File: src/common/premem_pkg.sv
package premem_pkg;

    //////////////////////////////////////////////////
    // widths fixed by the instruction set
    //////////////////////////////////////////////////
    localparam int WORD_W       = 32;
    localparam int GPR_W        = 5;   // register number
    localparam int CL_W         = 5;   // clo/clz count
    localparam int DATA_INDEX_W = 12;
    localparam int STRB_W       = 4;
    localparam int SIZE_W       = 2;
    localparam int ALIGN_W      = 2;
    localparam int LOAD_SEL_W   = 3;

    // one-hot select of the arithmetic result source
    localparam int MATH_SEL_W = 4;
    localparam int MATH_ALU   = 0;
    localparam int MATH_MULR  = 1;
    localparam int MATH_CL    = 2;
    localparam int MATH_MDU   = 3;

    // one-hot tlb operation
    localparam int TLB_OP_W     = 4;
    localparam int TLB_OP_TLBP  = 0;   // probe
    localparam int TLB_OP_TLBR  = 1;   // read
    localparam int TLB_OP_TLBWI = 2;   // write indexed
    localparam int TLB_OP_TLBWR = 3;   // write random

    // bus size codes (no code 2)
    localparam logic [SIZE_W-1:0] SIZE_BYTE = 2'd0;
    localparam logic [SIZE_W-1:0] SIZE_HALF = 2'd1;
    localparam logic [SIZE_W-1:0] SIZE_WORD = 2'd3;

    //////////////////////////////////////////////////
    // bundles
    //////////////////////////////////////////////////
    typedef struct packed {
        logic [GPR_W-1:0]      write_num;  // 0 means no writeback
        logic [WORD_W-1:0]     alu_res;    // also the memory address
        logic [WORD_W-1:0]     mdu_res;
        logic [WORD_W-1:0]     mul_res;
        logic [WORD_W-1:0]     store_data;
        logic [CL_W-1:0]       cl_res;
        logic [MATH_SEL_W-1:0] math_sel;
        logic                  mem_req;
        logic                  mem_wr;
        logic                  mem_atom;   // ll / sc
        logic [STRB_W-1:0]     mem_strb;
        logic [LOAD_SEL_W-1:0] load_sel;
        logic                  is_tlb;
        logic [TLB_OP_W-1:0]   tlb_op;
        logic                  eret;
    } exe_payload_t;

    typedef struct packed {
        logic                    req;
        logic                    wr;
        logic [DATA_INDEX_W-1:0] index;
        logic [SIZE_W-1:0]       size;
        logic [STRB_W-1:0]       wstrb;
        logic [WORD_W-1:0]       wdata;
    } data_bus_t;

    typedef struct packed {
        logic              search;
        logic              read;
        logic              write_index;
        logic              write_random;
        logic              map;
        logic [WORD_W-1:0] vaddr;
    } tlb_cmd_t;

    typedef struct packed {
        logic [GPR_W-1:0]      write_num;
        logic [LOAD_SEL_W-1:0] load_sel;
        logic                  mem_req;
        logic [ALIGN_W-1:0]    align;      // low address bits for the align check
        logic [WORD_W-1:0]     prelim_res;
        logic [WORD_W-1:0]     rt_data;
    } premem_out_t;

endpackage

File: src/source/stage_reg.sv
`timescale 1ns/1ns

module stage_reg (
    input  logic                     clk,
    input  logic                     arst_n_i,
    input  premem_pkg::exe_payload_t exe_payload_i,
    input  logic                     exe_valid_i,
    input  logic                     sba_allowin_i,
    input  logic                     sba_flush_i,
    input  logic                     mem_allowin_i,
    input  logic                     exc_flush_i,
    input  logic                     ready_i,
    output premem_pkg::exe_payload_t payload_o,
    output logic                     has_data_o,
    output logic                     allowin_o,
    output logic                     valid_o
);

    premem_pkg::exe_payload_t payload_q;
    logic                     has_data_q;
    logic                     pre_valid;  // incoming item survives the flush
    logic                     move;
    logic                     load;
    logic                     clear;

    //////////////////////////////////////////////////
    // interlock
    //////////////////////////////////////////////////
    assign pre_valid = exe_valid_i && !sba_flush_i;

    // empty, or the held item can leave this cycle
    assign allowin_o = !has_data_q || (ready_i && mem_allowin_i);
    assign move      = allowin_o && sba_allowin_i;

    assign load  = move && pre_valid;
    assign clear = (move && !pre_valid) || exc_flush_i;  // exception wins over load

    assign valid_o = has_data_q && ready_i && sba_allowin_i;

    //////////////////////////////////////////////////
    // registers
    //////////////////////////////////////////////////

    // cleared payload keeps write_num at 0 so no false hazard is seen
    always_ff @(posedge clk or negedge arst_n_i) begin
        if (!arst_n_i) begin
            payload_q <= '0;
        end else if (clear) begin
            payload_q <= '0;
        end else if (load) begin
            payload_q <= exe_payload_i;
        end
    end

    always_ff @(posedge clk or negedge arst_n_i) begin
        if (!arst_n_i) begin
            has_data_q <= 1'b0;
        end else if (clear) begin
            has_data_q <= 1'b0;
        end else if (load) begin
            has_data_q <= 1'b1;
        end
    end

    assign payload_o  = payload_q;
    assign has_data_o = has_data_q;

endmodule

File: src/source/access_issue.sv
`timescale 1ns/1ns

module access_issue (
    input  premem_pkg::exe_payload_t payload_i,
    input  logic                     has_data_i,
    input  logic                     mem_risk_i,
    input  logic                     mem_allowin_i,
    input  logic                     data_index_ok_i,
    output premem_pkg::data_bus_t    data_bus_o,
    output premem_pkg::tlb_cmd_t     tlb_cmd_o,
    output logic                     ready_o
);

    logic                          mem_item;   // held memory access
    logic                          tlb_item;   // held tlb instruction
    logic                          mem_stall;
    logic                          tlb_stall;
    logic                          tlb_ok;
    logic [2:0]                    strb_cnt;
    logic [premem_pkg::SIZE_W-1:0] size;

    assign mem_item = has_data_i && payload_i.mem_req;
    assign tlb_item = has_data_i && payload_i.is_tlb;

    //////////////////////////////////////////////////
    // stall decision
    //////////////////////////////////////////////////
    // memory ops wait for the mem stage hazard to clear and for the cache
    // to take the index
    assign mem_stall = mem_item && (mem_risk_i || !data_index_ok_i);
    assign tlb_stall = tlb_item && mem_risk_i;  // tlb must see a drained pipe

    assign ready_o = !(mem_stall || tlb_stall);

    //////////////////////////////////////////////////
    // data cache first step
    //////////////////////////////////////////////////
    // number of enabled byte lanes
    always_comb begin
        strb_cnt = '0;
        for (int i = 0; i < premem_pkg::STRB_W; i++) begin
            strb_cnt = strb_cnt + 3'(payload_i.mem_strb[i]);
        end
    end

    always_comb begin
        case (strb_cnt)
            3'd1:    size = premem_pkg::SIZE_BYTE;
            3'd2:    size = premem_pkg::SIZE_HALF;
            default: size = premem_pkg::SIZE_WORD;   // loads have no strobes
        endcase
    end

    assign data_bus_o.req   = mem_item && !mem_risk_i && mem_allowin_i;
    assign data_bus_o.wr    = has_data_i && payload_i.mem_wr;
    assign data_bus_o.index = payload_i.alu_res[premem_pkg::DATA_INDEX_W-1:0];
    assign data_bus_o.size  = size;
    assign data_bus_o.wstrb = has_data_i ? payload_i.mem_strb : '0;
    assign data_bus_o.wdata = payload_i.store_data;

    //////////////////////////////////////////////////
    // tlb strobes
    //////////////////////////////////////////////////
    assign tlb_ok = tlb_item && !mem_risk_i;

    assign tlb_cmd_o.search       = tlb_ok && payload_i.tlb_op[premem_pkg::TLB_OP_TLBP];
    assign tlb_cmd_o.read         = tlb_ok && payload_i.tlb_op[premem_pkg::TLB_OP_TLBR];
    assign tlb_cmd_o.write_index  = tlb_ok && payload_i.tlb_op[premem_pkg::TLB_OP_TLBWI];
    assign tlb_cmd_o.write_random = tlb_ok && payload_i.tlb_op[premem_pkg::TLB_OP_TLBWR];

    // address translation for the data access
    assign tlb_cmd_o.map   = mem_item && !mem_risk_i;
    assign tlb_cmd_o.vaddr = payload_i.alu_res;

endmodule

File: src/source/result_select.sv
`timescale 1ns/1ns

module result_select (
    input  logic                          clk,
    input  logic                          arst_n_i,
    input  premem_pkg::exe_payload_t      payload_i,
    input  logic                          has_data_i,
    output logic [premem_pkg::WORD_W-1:0] prelim_res_o
);

    logic                          is_ll;
    logic                          is_sc;
    logic                          ll_bit;
    logic [premem_pkg::WORD_W-1:0] cl_ext;

    //////////////////////////////////////////////////
    // load linked bit
    //////////////////////////////////////////////////
    assign is_ll = has_data_i && payload_i.mem_req && !payload_i.mem_wr && payload_i.mem_atom;
    assign is_sc = has_data_i && payload_i.mem_req && payload_i.mem_wr && payload_i.mem_atom;

    always_ff @(posedge clk or negedge arst_n_i) begin
        if (!arst_n_i) begin
            ll_bit <= 1'b0;
        end else if (has_data_i && payload_i.eret) begin
            ll_bit <= 1'b0;   // eret breaks the link
        end else if (is_ll) begin
            ll_bit <= 1'b1;
        end
    end

    //////////////////////////////////////////////////
    // preliminary result
    //////////////////////////////////////////////////
    assign cl_ext = {{(premem_pkg::WORD_W - premem_pkg::CL_W){1'b0}}, payload_i.cl_res};

    always_comb begin
        prelim_res_o = '0;
        if (payload_i.math_sel[premem_pkg::MATH_ALU]) begin
            prelim_res_o = prelim_res_o | payload_i.alu_res;
        end
        if (payload_i.math_sel[premem_pkg::MATH_MULR]) begin
            prelim_res_o = prelim_res_o | payload_i.mul_res;
        end
        if (payload_i.math_sel[premem_pkg::MATH_CL]) begin
            prelim_res_o = prelim_res_o | cl_ext;
        end
        if (payload_i.math_sel[premem_pkg::MATH_MDU]) begin
            prelim_res_o = prelim_res_o | payload_i.mdu_res;
        end
        // sc writes back its success flag
        prelim_res_o[0] = prelim_res_o[0] | (is_sc && ll_bit);
    end

endmodule

File: src/source/premem_top.sv
`timescale 1ns/1ns

module premem_top (
    input  logic                     clk,
    input  logic                     arst_n_i,

    // from execute
    input  premem_pkg::exe_payload_t exe_payload_i,
    input  logic                     exe_valid_i,

    // interlock and flush
    input  logic                     sba_allowin_i,
    input  logic                     sba_flush_i,
    input  logic                     mem_allowin_i,
    input  logic                     mem_risk_i,
    input  logic                     exc_flush_i,

    // cache handshake level
    input  logic                     data_index_ok_i,

    output logic                     premem_allowin_o,
    output logic                     premem_valid_o,
    output premem_pkg::premem_out_t  premem_out_o,
    output premem_pkg::data_bus_t    data_bus_o,
    output premem_pkg::tlb_cmd_t     tlb_cmd_o,
    output logic [premem_pkg::GPR_W-1:0] write_num_w_o
);

    premem_pkg::exe_payload_t         payload;
    logic                             has_data;
    logic                             ready;
    logic [premem_pkg::WORD_W-1:0]    prelim_res;

    //////////////////////////////////////////////////
    // stage register and interlock
    //////////////////////////////////////////////////
    stage_reg u_stage_reg (
        .clk            (clk),
        .arst_n_i       (arst_n_i),
        .exe_payload_i  (exe_payload_i),
        .exe_valid_i    (exe_valid_i),
        .sba_allowin_i  (sba_allowin_i),
        .sba_flush_i    (sba_flush_i),
        .mem_allowin_i  (mem_allowin_i),
        .exc_flush_i    (exc_flush_i),
        .ready_i        (ready),
        .payload_o      (payload),
        .has_data_o     (has_data),
        .allowin_o      (premem_allowin_o),
        .valid_o        (premem_valid_o)
    );

    //////////////////////////////////////////////////
    // cache and tlb first step
    //////////////////////////////////////////////////
    access_issue u_access_issue (
        .payload_i       (payload),
        .has_data_i      (has_data),
        .mem_risk_i      (mem_risk_i),
        .mem_allowin_i   (mem_allowin_i),
        .data_index_ok_i (data_index_ok_i),
        .data_bus_o      (data_bus_o),
        .tlb_cmd_o       (tlb_cmd_o),
        .ready_o         (ready)
    );

    //////////////////////////////////////////////////
    // ll bit and preliminary result
    //////////////////////////////////////////////////
    result_select u_result_select (
        .clk          (clk),
        .arst_n_i     (arst_n_i),
        .payload_i    (payload),
        .has_data_i   (has_data),
        .prelim_res_o (prelim_res)
    );

    // bundle for the next stage
    assign premem_out_o.write_num  = payload.write_num;
    assign premem_out_o.load_sel   = payload.load_sel;
    assign premem_out_o.mem_req    = payload.mem_req;
    assign premem_out_o.align      = payload.alu_res[premem_pkg::ALIGN_W-1:0];
    assign premem_out_o.prelim_res = prelim_res;
    assign premem_out_o.rt_data    = payload.store_data;  // same word as the bus wdata

    assign write_num_w_o = payload.write_num;  // for hazard detection in decode

endmodule

File: config.mk
export PLATFORM = sky130hd
export DESIGN_NAME = premem_top
export DESIGN_NICKNAME = d
export VERILOG_FILES = /design/src/common/premem_pkg.sv /design/src/source/stage_reg.sv /design/src/source/access_issue.sv /design/src/source/result_select.sv /design/src/source/premem_top.sv
export SDC_FILE = /design/constraint.sdc
export NUM_CORES = 1
export LEC_CHECK = 0
export BUFFER_PORTS_ARGS = -buffer_cell sky130_fd_sc_hd__buf_2
export CAP_MARGIN = 10
export CORE_MARGIN = 4
export CORE_UTILIZATION = 45
export DETAILED_ROUTE_END_ITERATION = 10
export PLACE_DENSITY = 0.79
export SETUP_SLACK_MARGIN = 0.2
export SYNTH_ARGS = -nofsm -noshare
export SYNTH_HDL_FRONTEND = slang
export SYNTH_HIERARCHICAL = 1
export SYNTH_SLANG_ARGS = --single-unit
export TNS_END_PERCENT = 1
File: constraint.sdc
create_clock -name clk -period 2.4 [get_ports clk]
set_clock_uncertainty 0.15 [all_clocks]
set_input_delay 0.72 -clock clk [delete_from_list [all_inputs] [get_ports clk]]
set_output_delay 0.72 -clock clk [all_outputs]
set_load 0.03 [all_outputs]
Word level (Yosys, flattened, before mapping):

Index checks and enable logic that the tools add are counted.

* register bits after elaboration: 160
* bits of input ports: 167
* output and inout bits: 171
* word-level logic and storage cells: 76

* add/sub/neg operators: 3
* equal/unequal tests: 2
* muxes and demuxes: 12
* bitwise logic cells: 4
* reductions and logical operators: 38

Operators with widths (number)
* $mux W158: 2
* $mux W32: 4
* $or A32 B32 Y32: 2
* $or A32 B5 Y32: 1
* $logic_and A1 B1 Y1: 25
* $logic_not A1 Y1: 7
* $add A3 B1 Y3: 2
* $logic_or A1 B1 Y1: 4
* $mux W1: 4
* $mux W4: 1
* $pmux W2 S2: 1
* $reduce_bool A2 Y1: 2
* $eq A3 B1 Y1 const B: 1
* $eq A3 B2 Y1 const B: 1
* $add A1 B1 Y2: 1
* $or A1 B1 Y1: 1

Logic depth before layout (Yosys ltp):

Gate-level depths: netlist (run 1).

* word-level depth: 11
* mapped depth: 9
* depth with buffers taken out: 7

By module:

Netlist (run 1), hierarchy kept.

Modules (own cells, without submodules)
* stage_reg: instances 1, cells an instance 729, area each 7609.8 µm², seq. area each 3978.8 µm²
* access_issue: instances 1, cells an instance 103, area each 763.2 µm², seq. area each 0.0 µm²
* result_select: instances 1, cells an instance 83, area each 596.8 µm², seq. area each 25.0 µm²
* premem_top: instances 1, cells an instance 5, area each 37.5 µm², seq. area each 0.0 µm²

Worst setup path after synthesis (run 1):

OpenSTA, ideal clock, no wires.

* path type: register to output
* start point: register u_stage_reg.payload_q, in the netlist u_stage_reg/payload_o[9]
* end point: output data_bus_o[37] (netlist bit)
* arrival time: 1.798 ns
* required time: 1.530 ns
* slack: -0.268 ns
* cell stages (with the launch flop): 8
* buffers on the path: 0
* cell sequence: dfrtp_1 -> inv_1 -> fa_1 -> inv_1 -> ha_1 -> ha_1 -> xor2_1 -> nand2b_1

RTL lines
* from (decl): line stage_reg.sv:19 `premem_pkg::exe_payload_t payload_q;`
* from (signal assigned): line stage_reg.sv:51 `payload_q <= exe_payload_i;`
* to (decl): line premem_top.sv:24 `output premem_pkg::data_bus_t data_bus_o,`

==> impl_summary.md, run 1 <==
Outcome
The run finished, with violations left. The checks that failed: setup timing.

Clock network
The clock-pin transition on the worst setup and hold timing paths is 0.06 ns. The number of sinks handled by clock tree synthesis is 160. In this run the deepest clock path goes through 2 buffers.

The number of clock buffers inserted by TritonCTS is 17. The clock network latency to the later pin of the worst-skew pair is 0.41 ns. The H-tree generated during clock tree synthesis spans 4 levels. The TritonCTS clock tree is done. The buffer cell driving the clock tree root is sky130_fd_sc_hd__clkbuf_16.

Final layout
Compared with the post-synthesis result, the final layout area differs by 26.1%. For this run, the post-layout net count is 1,314. The summed area of non-filler cells in the final layout is 11,400 um^2.

The sequential cell area in the final layout is 4010 um^2. The number of antenna diodes in the final layout is 0. The number of inserted filler cells in the final layout is 1,656. The post-route netlist has 45.9% of its cells at a drive strength greater than 1. The area used by multi-input combinational logic is 3820 um^2.

Detailed routing
After detailed routing, the number of vias per cell comes to 5.63. The total via count in the routed design is 8,002. The first detailed-routing pass took 7 iterations.

The routed design has 27.5 mm of wire. The number of routed nets with antenna violations is 0. The post-route DRC violation count is 0.

For this block, the initial DRC count from the detailed router was 520. The routed length per instance is 19.3 um.

Synth
The warning count from the yosys run is 6. The post-synthesis async set-or-reset flop share is 100%. The synthesized design spends more area on one cell type than any other, namely sky130_fd_sc_hd__dfrtp_1. By count the netlist is led by sky130_fd_sc_hd__dfrtp_1 (160), sky130_fd_sc_hd__nand2b_1 (160), sky130_fd_sc_hd__nand4_1 (158), sky130_fd_sc_hd__o21ai_2 (90), sky130_fd_sc_hd__buf_4 (84). The post-synthesis instance area is 9010 um^2.

Synthesis handed over a netlist of 920 instances. The count of cell types in the netlist is 33. By area the synthesized netlist is led by sky130_fd_sc_hd__dfrtp_1 (44%), sky130_fd_sc_hd__nand2b_1 (11%), sky130_fd_sc_hd__nand4_1 (11%).

In this run the mean area of a mapped cell was 9.79 um^2. Counting flops with a built-in enable in the synthesized netlist gives 0. After synthesis, the largest area contributor takes up 44.5% of total cell area. The most used flip-flop cell after synthesis is sky130_fd_sc_hd__dfrtp_1. Sequential elements use 44.5% of the synthesized area.

The synthesized net count is 1,090. Counting flops and latches in the post-synthesis netlist gives 160.

Worst setup path
The required time at the worst-slack endpoint is 1.53 ns. The critical path's slowest cell is sky130_fd_sc_hd__fa_1. Walking the worst path, the cells encountered are inv_2, fa_1, inv_2, ha_4, ha_4, xor2_1, nand2b_1, buf_6. The highest fanout seen on the critical path is 2. Broken down by cell family, the worst path's largest delay share belongs to adder cells. The startpoint of the most critical register-to-register path is u_stage_reg/payload_o[5].

The number of cells on the critical path is 8. STA classifies the critical path endpoint as an output pin. The total buffers and inverters traversed by the critical path is 3. The end of the worst register-to-register path is u_stage_reg/payload_o[120]. The worst setup path is of the flop to output pin kind. The worst register-to-register path has a setup slack of 0.36 ns. The worst setup path is launched from a flop. For the worst flop-to-flop path, the logic depth is 8. The largest single stage delay on the critical path is 0.54 ns. For the worst setup path, the data arrival time is 2.19 ns.

Placement
The weighted congestion at the end of routability-driven global placement is 0.802. The number of buffer cells added on primary ports is 337. The placed wire-length estimate after detailed placement is 18.3 mm. The standard cell area after detailed placement is 10,600 um^2.

Timing
The highest attainable clock frequency is 327 MHz. The relative slew slack is 60.6%. The post-layout worst setup margin is -0.658 ns.

The routed design could run at a clock period as short as 3.06 ns. After layout, the worst path uses 127% of the clock period. The number of pins exceeding their max-slew limit in the final report is 0. The number of hold-slack violations in the final timing report is 0. Setup violations remaining at the end of the flow were counted as 29. The final worst hold slack is 0.118 ns. Setup repair after global routing could not meet its margin everywhere. After routing, the total negative slack on setup checks comes to -4.49 ns. The actual transition at the worst max-transition pin is 0.591 ns.

Power and ir drop
The static leakage is 5.58 nW. The worst-case IR drop observed on VDD is 0.426 mV. The post-layout total power is 0.00646 W. The power density over cell area is 569 nW/um^2.

Floorplanning
The placeable core area is 19,600 um^2. In this run the vertical extent of the chip is 149 um. The starting density of the core is 46.0%.

The die covers 22,300 um^2. The die is 149 um wide. The number of ports placed on the die boundary is 338. The number of placement rows is 51.

Global routing
Entering global routing, the biggest net connects 160 pins. The number of global-route vias before repair came to 8,048. The number of antenna violations at the first check in global routing is 3. Global routing used 24.0% of the available tracks.

The global-route wire length before repair is 43.3 mm. The total grt overflow is 0.

Worst hold path
The min-delay analysis places its worst path in the category input pin to asynchronous set/reset pin.

Flow run
The reported max-cap violation count is 0.
[power by group]
part	internal, W	switching (W)
combinational	0.000333	0.000532
sequential	0.00276	0.0000530
clock	0.00165	0.00114
total	0.00474	0.00172
[how the worst max path moves through the flow]
stage                                          from             end  slack, ns
after floorplan           u_stage_reg/payload_o[12]  data_bus_o[37]      -0.19
after global placement    u_stage_reg/payload_o[12]  data_bus_o[37]      -0.22
after detailed placement  u_stage_reg/payload_o[12]  data_bus_o[37]      -0.25
after CTS                  u_stage_reg/payload_o[9]  data_bus_o[37]      -0.67
after global routing       u_stage_reg/payload_o[9]  data_bus_o[37]      -0.73
final                      u_stage_reg/payload_o[9]  data_bus_o[37]      -0.66
[layout by cell type, fill, tap and decap left out, types with 6 or more instances in the layout]
master / instances
sky130_fd_sc_hd__o21ai_1: 29
sky130_fd_sc_hd__and2_4: 7
sky130_fd_sc_hd__nand4_1: 158
sky130_fd_sc_hd__buf_12: 24
sky130_fd_sc_hd__o21ai_0: 40
sky130_fd_sc_hd__buf_4: 32
sky130_fd_sc_hd__buf_6: 19
sky130_fd_sc_hd__o21ai_2: 90
sky130_fd_sc_hd__nand2_1: 6
sky130_fd_sc_hd__inv_1: 29
sky130_fd_sc_hd__nand2b_1: 160
sky130_fd_sc_hd__dfrtp_1: 159
sky130_fd_sc_hd__clkbuf_16: 17
sky130_fd_sc_hd__buf_2: 309
sky130_fd_sc_hd__a222oi_1: 27
[repair_timing]
item / in CTS / in global routing
setup buffers: 1 / 0
pin swaps: 7 / 7
resized for setup: 50 / 13
setup endpoints to repair: 47 / 47
hold buffers: 0 / 0
cloned: 0 / 0
[layout make-up]
| type | instances | share of cell area, % |
|---|---|---|
| flip-flops and latches | 160 | 35.3 |
| multi-input cells | 549 | 33.7 |
| repair buffers | 384 | 21.8 |
| clock buffers | 20 | 3.84 |
| well taps | 265 | 2.92 |
| clock inverters | 12 | 1.40 |
| inverters | 32 | 1.06 |
[per-stage QoR]
step | setup slack (ns) | instances | utilization (%)
4_1_cts | -0.670 | 1422 | 57.8
3_5_place_dp | -0.255 | 1389 | 53.9
2_1_floorplan | -0.193 | 920 | -
3_3_place_gp | -0.219 | 1389 | 53.9
6_report | -0.658 | 1422 | 58.0
5_1_grt | -0.732 | 1422 | 58.0
[logic make-up after synthesis]
group / synth area share [%]
AND/OR/NAND/NOR: 24.1
buffers and inverters: 14.1
XOR/XNOR: 0.0973
AO/OA/AOI/OAI: 16.8
adder cells (fa/ha/maj): 0.500
flip-flops: 44.5
[worst reg2reg max path, cell delays in order (launching register included)]
cell and delay [ns]:
sky130_fd_sc_hd__dfrtp_1 0.40, sky130_fd_sc_hd__and3_2 0.24, sky130_fd_sc_hd__a31oi_4 0.16, sky130_fd_sc_hd__a21bo_4 0.16, sky130_fd_sc_hd__buf_4 0.14, sky130_fd_sc_hd__and2_4 0.19
sky130_fd_sc_hd__buf_12 0.15, sky130_fd_sc_hd__buf_12 0.18, sky130_fd_sc_hd__o21ai_0 0.14
[sequential cells by signal (all words and copies together) (netlist names)]
| register | flops |
|---|---|
| u_result_select/ll_bit | 1 |
| u_stage_reg/has_data_o | 1 |
| u_stage_reg/payload_o | 158 |
[metal layers]
layer  track usage (%)  part of all wire (%)
met5                 0                  0.13
met4              6.04                   1.6
met3              7.09                   8.4
met2              39.2                    49
met1              31.6                    41
Power figures use the tool's default switching activity.
==> run 2: changes to the inputs <==
RECOVER_POWER = 50   (was unset)
==> run 2 against run 1 <==
The flow still finishes with violations (setup timing); critical path depth is the same; die area unchanged; maximum frequency hardly changed; setup slack hardly changed; worst hold slack improved by 0.18 ns; sequential share of layout area grew 0.50 points; wire length about the same; first-iteration DRC count grew 6.3%; critical endpoint unchanged; largest power group unchanged.
==> impl_summary.md, run 2 (synthesis gave the netlist of run 1 again) <==
Outcome
Status: finished, violations left (unchanged). Violated checks: setup timing (unchanged).

Worst setup path
The category of the critical setup timing path is flop to output pin (unchanged). The required time at the worst-slack endpoint is 1.53 ns (about the same). The register-to-register setup slack is -0.07 ns (was 0.36 ns). The signal arrival time at the worst endpoint is 2.19 ns (about the same). The highest fanout seen on the critical path came to 2 (unchanged). The category of the worst setup path launch point is a flop (unchanged). The startpoint of the most critical register-to-register path is u_stage_reg/payload_o[5] (unchanged). The worst-case reg-to-reg path depth is 8 (unchanged). The startpoint of the worst setup timing path was u_stage_reg/payload_o[9] (unchanged).

The end of the worst register-to-register path is u_stage_reg/payload_o[98] (was u_stage_reg/payload_o[120]). The nature of the critical path endpoint is an output pin (unchanged).

Detailed routing
The via count normalized by instance count was 5.61 (was 5.63). The routed length per instance was 19.3 um (about the same). The total via count in the routed design is 7,981 (was 8,002). The post-route DRC violation count came to 0 (unchanged). The number of routed nets with antenna violations is 0 (unchanged).

The starting DRC count in detailed routing was 553 (was 520). The total iterations of the first detailed-routing run is 7 (unchanged). The total length of routed wires is 27.5 mm (about the same).

Timing
The minimum period implied by the final worst setup slack is 3.06 ns (about the same). The post-layout worst setup margin was -0.658 ns (about the same). The actual transition at the worst max-transition pin came to 1.27 ns (was 0.591 ns). The number of pins exceeding their max-slew limit in the final report is 0 (unchanged). The number of hold-slack violations in the final timing report is 0 (unchanged). The fraction of the cycle the final worst path needs is 127% (about the same). The highest attainable clock frequency is 327 MHz (about the same). The relative slew slack came to 15.4% (was 60.6%). Unrepaired setup endpoints after global routing: true (unchanged). The count of endpoints failing setup in the final report is 68 (was 29). The setup total negative slack is -5.36 ns (was -4.49 ns).

Floorplanning
The y dimension of the die is 149 um (unchanged). The starting density of the core is 46.0% (unchanged). The die outline area is 22,300 um^2 (unchanged). The x dimension of the die was 149 um (unchanged). The number of placement rows is 51 (unchanged). The number of ports placed on the die boundary is 338 (unchanged). The placeable core area was 19,600 um^2 (unchanged).

Final layout
Most used cells in the layout excluding fill and tap cells: sky130_fd_sc_hd__buf_2 (247), sky130_fd_sc_hd__nand2b_1 (160), sky130_fd_sc_hd__dfrtp_1 (159) (was sky130_fd_sc_hd__buf_2 (309), sky130_fd_sc_hd__nand2b_1 (160), sky130_fd_sc_hd__dfrtp_1 (159)). The post-layout net count is 1,314 (unchanged). The leading cell type in the layout, fill and taps excluded is sky130_fd_sc_hd__buf_2 (unchanged). The proportion of layout cells with a drive suffix above 1 came to 40.1% (was 45.9%). The summed area of non-filler cells in the final layout is 11,200 um^2 (was 11,400 um^2). The number of antenna cells inserted is 0 (unchanged). The flip-flop count of the largest register after layout is 158 (unchanged). The area added between synthesis and finish is 24.3% (was 26.1%). The number of inserted filler cells in the final layout came to 1,716 (was 1,656).

Clock network
The clock network latency to the later pin of the worst-skew pair is 0.41 ns (about the same). The number of levels in the clock H-tree is 4 (unchanged). The number of sinks handled by clock tree synthesis is 160 (unchanged). The TritonCTS clock tree is done (unchanged). The clock-pin transition on the worst setup and hold timing paths is 0.06 ns (about the same).

The number of clock buffers inserted by TritonCTS is 17 (unchanged). The maximum clock path buffer count is 2 (unchanged). The buffer cell driving the clock tree root was sky130_fd_sc_hd__clkbuf_16 (unchanged). The total of hold buffers inserted after clock tree synthesis was 0 (unchanged).

Placement
The placed wire-length estimate after detailed placement is 18.3 mm (unchanged). The weighted congestion at the end of routability-driven global placement is 0.802 (unchanged). The number of buffer cells added on primary ports is 337 (unchanged). The standard cell area after detailed placement was 10,600 um^2 (unchanged).

Power and ir drop
The power density over cell area is 575 nW/um^2 (was 569 nW/um^2). The static leakage is 5.26 nW (was 5.58 nW). The worst ir drop on vdd was 0.426 mV (about the same). The post-layout total power is 0.00644 W (was 0.00646 W).

Worst hold path
The hold path depth is 1. The kind of path behind the tightest hold check is flop to flop (was input pin to asynchronous set/reset pin). The hold path startpoint is u_stage_reg/payload_o[0]. The destination of the worst hold path is u_result_select/ll_bit.

Global routing
The global-route wire length before repair is 43.3 mm (unchanged). The total grt overflow is 0 (unchanged). The number of global-route vias before repair is 8,048 (unchanged). The number of antenna violations at the first check in global routing is 3 (unchanged). The overall routing resource usage is 24.0% (unchanged). The largest net degree at the start of global routing is 160 (unchanged).

Flow run
The reported max-cap violation count is 0 (unchanged).
==> run 2: cell count changes in the layout (fill, tap and decap cells not counted), sizes merged <==
cell | previous run | this run
clkbuf | 20 | 92
buf | 384 | 312
==> run 2: worst max path at each step <==
stage | endpoint | slack [ns] | cells past startpoint
floorplan | data_bus_o[37] | -0.19 | 7
global placement | data_bus_o[37] | -0.22 | 8
detailed placement | data_bus_o[37] | -0.25 | 8
CTS | data_bus_o[37] | -0.67 | 8
global route | data_bus_o[37] | -0.73 | 8
finish | data_bus_o[37] | -0.66 | 8
==> run 2: report_power, final <==
group	leakage, nW	internal [W]	total, W	switching [W]
Sequential	2.21	0.00276	0.00282	0.0000537
Clock	0.285	0.00165	0.00278	0.00114
Combinational	2.77	0.000313	0.000842	0.000529
Total	5.26	0.00472	0.00644	0.00172
==> run 2: per-layer routing <==
layer | global-route usage (%) | vias up | part of all wire (%)
met5 | 0 | - | 0.13
met4 | 6.04 | 6 | 1.7
met3 | 7.09 | 41 | 8.6
met2 | 39.2 | 358 | 49
met1 | 31.6 | 3902 | 41
li1 | - | 3674 | -
==> run 2: what timing repair did <==
item                       in CTS  in global routing
setup buffers                   1                  0
setup endpoints to repair      47                 47
resized for setup              50                 13
pin swaps                       7                  7
==> run 2: stage by stage <==
stage                     cells  hold slack [ns]  setup slack [ns]  util (%)
after floorplan             920            0.273            -0.193         -
after global placement     1389            0.295            -0.219      53.9
after detailed placement   1389            0.294            -0.255      53.9
after CTS                  1422            0.113            -0.670      57.8
after global routing       1422            0.314            -0.732      57.2
final                      1422            0.299            -0.658      57.2
==> run 2: area by class of cell <==
| type | count | area (um^2) | share of cell area (%) |
|---|---|---|---|
| clock buffer | 20 | 437 | 3.90 |
| clock inverter | 12 | 159 | 1.42 |
| inverter | 32 | 120 | 1.07 |
| multi-input combinational | 549 | 3820 | 34.1 |
| sequential | 160 | 4010 | 35.8 |
| tap | 265 | 332 | 2.96 |
| timing repair buffer | 384 | 2320 | 20.7 |
==> run 2: critical path, stage by stage, from the launching register on <==
cell and delay (ns):
sky130_fd_sc_hd__dfrtp_1 0.36, sky130_fd_sc_hd__inv_2 0.04, sky130_fd_sc_hd__fa_1 0.54, sky130_fd_sc_hd__inv_2 0.05
sky130_fd_sc_hd__ha_4 0.16, sky130_fd_sc_hd__ha_4 0.26, sky130_fd_sc_hd__xor2_1 0.15, sky130_fd_sc_hd__nand2b_1 0.08
sky130_fd_sc_hd__buf_6 0.14
